==> config.mk <==
export PLATFORM = sky130hd
export DESIGN_NAME = debounce
export DESIGN_NICKNAME = d
export VERILOG_FILES = /design/src/conspiracion_pkg.sv /design/src/debounce.sv
export SDC_FILE = /design/constraint.sdc
export NUM_CORES = 1
export LEC_CHECK = 0
export ABC_AREA = 1
export ABC_CLOCK_PERIOD_IN_PS = 1100
export BUFFER_PORTS_ARGS = -buffer_cell sky130_fd_sc_hd__buf_2
export CORE_AREA = 2 2 39 41
export CTS_CLUSTER_DIAMETER = 60
export DETAILED_ROUTE_END_ITERATION = 7
export DIE_AREA = 0 0 41 43
export GPL_TIMING_DRIVEN = 0
export PLACE_DENSITY = 0.5
export SYNTH_ARGS = -nofsm -noshare
export SYNTH_HDL_FRONTEND = slang
export SYNTH_SLANG_ARGS = --single-unit
export TNS_END_PERCENT = 1
==> constraint.sdc <==
create_clock -name clk -period 1.1 [get_ports clk]
set_clock_uncertainty 0.1 [all_clocks]
set_input_delay 0.11 -clock clk [delete_from_list [all_inputs] [get_ports clk]]
set_output_delay 0.11 -clock clk [all_outputs]
set_load 0.05 [all_outputs]
==> src/conspiracion_pkg.sv <==
package conspiracion_pkg;

	////////////////////
	// Memory map
	////////////////////

	localparam logic [3:0] REGION_RAM   = 4'd0;
	localparam logic [3:0] REGION_PIO   = 4'd1;
	localparam logic [3:0] REGION_TIMER = 4'd2;

	localparam int RAM_WORDS     = 256;
	localparam int RAM_ADDR_BITS = 8;

	// PIO register offsets.
	localparam logic [1:0] PIO_LEDS     = 2'd0;
	localparam logic [1:0] PIO_SWITCHES = 2'd1;
	localparam logic [1:0] PIO_BUTTONS  = 2'd2;
	localparam logic [1:0] PIO_IRQ_MASK = 2'd3;

	// Interval timer register offsets.
	localparam logic [1:0] TIMER_LOAD   = 2'd0;
	localparam logic [1:0] TIMER_CTRL   = 2'd1;
	localparam logic [1:0] TIMER_COUNT  = 2'd2;
	localparam logic [1:0] TIMER_STATUS = 2'd3;

	localparam int DEBOUNCE_CYCLES     = 16; // Stable cycles before clean follows.
	localparam int DEBOUNCE_COUNT_BITS = $clog2(DEBOUNCE_CYCLES);

	////////////////////
	// Bus address views
	////////////////////

	typedef union packed {
		logic [29:0] word; // Full word index.
		struct packed {
			logic [3:0]  region;
			logic [25:0] offset;
		} fields;
	} bus_addr_t;

endpackage
==> src/debounce.sv <==
`timescale 1ns/1ps

module debounce
import conspiracion_pkg::*;
#(
	parameter int WIDTH = 1
)
(
	input  logic             clk,
	input  logic             reset,
	input  logic [WIDTH-1:0] dirty,
	output logic [WIDTH-1:0] clean
);

	logic [WIDTH-1:0] sync_0, sync_1;
	logic [DEBOUNCE_COUNT_BITS-1:0] count[WIDTH];

	always_ff @(posedge clk) begin
		if (reset) begin
			sync_0 <= '0;
			sync_1 <= '0;
			clean <= '0;
			for (int i = 0; i < WIDTH; i++)
				count[i] <= '0;
		end else begin
			sync_0 <= dirty;
			sync_1 <= sync_0; // Two flops before anything looks at the bit.

			for (int i = 0; i < WIDTH; i++) begin
				if (sync_1[i] == clean[i])
					count[i] <= '0; // Any bounce back restarts the wait.
				else if (count[i] == DEBOUNCE_COUNT_BITS'(DEBOUNCE_CYCLES - 1)) begin
					clean[i] <= sync_1[i];
					count[i] <= '0;
				end else
					count[i] <= count[i] + 1'b1;
			end
		end
	end

endmodule

==> results.md <==
* Core box area at 1380 um^2
* Synth Area in Simple Gates at 0.263
* Final worst slack at -0.0688 ns
* Commonest cells in the netlist: nor2_1, inv_1, nand2_1
* Clock-pin slew on the worst setup and hold paths at 0.05 ns
* Worst skew pair latency at 0.25 ns
* Share of post-route cells with drive strength above 1 at 0.314
* Placed cell area at 372 um^2
* MaxCap Viol Count at 0
* Hold path startpoint: sync_0
* H-tree levels at 1
* First-pass GRT wire length at 862 um
* Via-per-instance ratio at 3.78
* Final Hold Fails at 0
* IO Count at 4
* Hold slack at 0.305 ns
* Yosys cell types at 11
* Pint at 448 uW
* Antenna Nets Post-Route at 0
* RR Endpoint: count[0][2]
* GRT Overall Usage at 0.0848
* DRT met1 WL at 226 um
* Min Tclk post-route at 1.17 ns
* WL per Instance at 7.51 um
* Area Overhead vs Synth at 51.8%
* Gate power share at 0.081
* Adder-cell share of the synthesized area at 0.0398
* Endpoint class of the critical path: flip-flop
* CP required at 1.01 ns
* CP Max Fanout at 2
* Hold Path End: sync_1
* Sequential share of power at 0.513
* CP Launch Type: flip-flop
* Clock power frac at 0.406
* Setup violations, final at 4
* Drt total wl at 503 um
* PD cells at 1210 nW/um^2
* Starting Density at 0.227
* Place WS at -0.112 ns
* Post-synthesis sequential area ratio at 0.574
* Static Leak at 0.000211 uW
* RSZ-0062 raised after global routing: yes
* First DRT Iteration DRCs at 2
* Critical R2R Launch: count[0][1]
* Largest family of logic cells by synthesized area: simple AND/OR/NAND/NOR gates
* Antenna violations before repair at 0
* Met2 routed WL at 256 um
* # DRC at 0
* Hold depth at 2
* Largest net degree at the start of global routing at 5
* Synth warnings at 0
* DRT Pass-1 Iters at 4
* # nets final at 56
* CTS tree: done
* Top cells by area, synth: edfxtp_1, dfxtp_1, nor2_1
* Failing checks: setup timing
* Worst reg-to-reg setup slack at -0.07 ns
* Site Rows at 14
* Die X at 41 um
* Clock root buffer master: clkbuf_4
* Status: complete, but fails checks
* Cell taking the most area after synthesis: edfxtp_1
* Design area at 477 um^2
* Gate Count Post-Synth at 36
* Met3 routed WL at 20 um
* Asr flop ratio synth at 0
* Utilization after layout at 0.344
* Yosys top cell area share at 0.382
* Worst min path class: reg2reg
* I/O Buffers at 3
* Flops & latches, synth at 7
* Top layer in use: met3
* Clock buffer depth at 2
* Complex-gate fraction of the synthesized area at 0
* Number of global-route vias before repair at 222
* Switching portion of total power at 0.223
* F_max at 856 MHz
* Total grt overflow at 0
* Worst reg2reg path depth at 3
* GP Congestion at 0.625
* CTS Buf Count at 3
* Net Sw Power at 129 uW
* Synthesized area at 314 um^2
* Die Y at 43 um
* Most frequent cell after synthesis: nor2_1
* VDD IR-drop max at 0.522 mV
* Final period util at 1.06
* Clk sink count at 7
* Ys flop type: edfxtp_1
* DR vias at 253
* Worst EP arrival at 1.07 ns
* Tot Pwr at 577 uW
* Die area at 1760 um^2
* Post-synth EDFFs at 4
* Syn_area_per_cell at 8.72 um^2
* Critical path class: reg2reg
* Multiplexer area fraction after synthesis at 0
* FILL cells at 142
* Antenna diodes at 0
* Slew Limit Fails at 0
* Post-synthesis xor/xnor area fraction at 0.0279
per-stage QoR:
step,TNS (ns),std cells
6_report,-0.176,67
2_1_floorplan,-0.0857,39
3_5_place_dp,-0.429,58
4_1_cts,-0.339,67
5_1_grt,-0.401,67
3_3_place_gp,-0.449,58
how the worst max path moves through the flow:
stage,start,to,slack [ns]
floorplan,count[0][0],count[0][2],-0.03
global placement,count[0][0],count[0][2],-0.11
detailed placement,count[0][0],count[0][0],-0.11
CTS,count[0][0],count[0][0],-0.08
global route,count[0][1],count[0][2],-0.1
finish,count[0][1],count[0][2],-0.07
cell type report:
class	count	area, um^2	area share
inverters	7	26.3	0.0551
clock buffers	4	26.3	0.0551
repair buffers	8	61.3	0.129
multi-input cells	25	159	0.333
well taps	16	20.0	0.0420
flip-flops and latches	7	184	0.386
critical path, stage by stage, from the launching register on:
cell	delay [ns]
edfxtp_1	0.43
ha_4	0.20
xnor2_1	0.14
nor2_1	0.06
timing repair:
action                                  4_1_cts  5_1_grt
hold buffers                                  2        0
cloned                                        0        0
endpoints found under the setup margin        5        5
gates resized for setup                       0        7
pin swaps                                     2        2
buffers inserted                              3        0
endpoints found under the hold margin         2        0
cells in the final DEF (no fill, tap or decap):
cell type,n
buf_2,3
buf_4,2
buf_6,1
clkbuf_1,1
clkbuf_4,3
conb_1,4
dfxtp_1,2
dfxtp_4,1
dlygate4sd3_1,2
edfxtp_1,4
ha_4,1
inv_1,7
nand2_1,7
nand3_1,1
nand3_4,2
nand4_1,1
nor2_1,5
nor2_2,3
xnor2_1,1
registers in the layout, summed over array words and instances (netlist names):
register	flops
sync_1	1
sync_0	1
count	4
clean	1
power by group through the flow:
stage | registers, uW | logic (uW) | clock network, uW
4_1_cts | 293 | 40.8 | 252
3_5_place_dp | 299 | 28.4 | 0
5_1_grt | 297 | 52.1 | 275
2_1_floorplan | 299 | 20.3 | 0
6_report | 296 | 46.6 | 234
3_3_place_gp | 299 | 28.3 | 0
cells by family (layout without fill, tap and decap cells):
kind of cell / count (synthesis) / count (layout)
xor gates and xnor gates: 1 / 1
adders and majority gates: 1 / 1
buffers and inverters: 7 / 19
DFF: 7 / 7
other: 1 / 4
and+or+nand+nor: 19 / 19
per-layer routing:
layer | track usage | up-vias
met2 | 0.106 | 6
met5 | 0 | -
li1 | - | 138
met4 | 0.0800 | 0
met3 | 0.0785 | 0
met1 | 0.0752 | 109
Note: power is estimated with default switching activity, not from simulation.
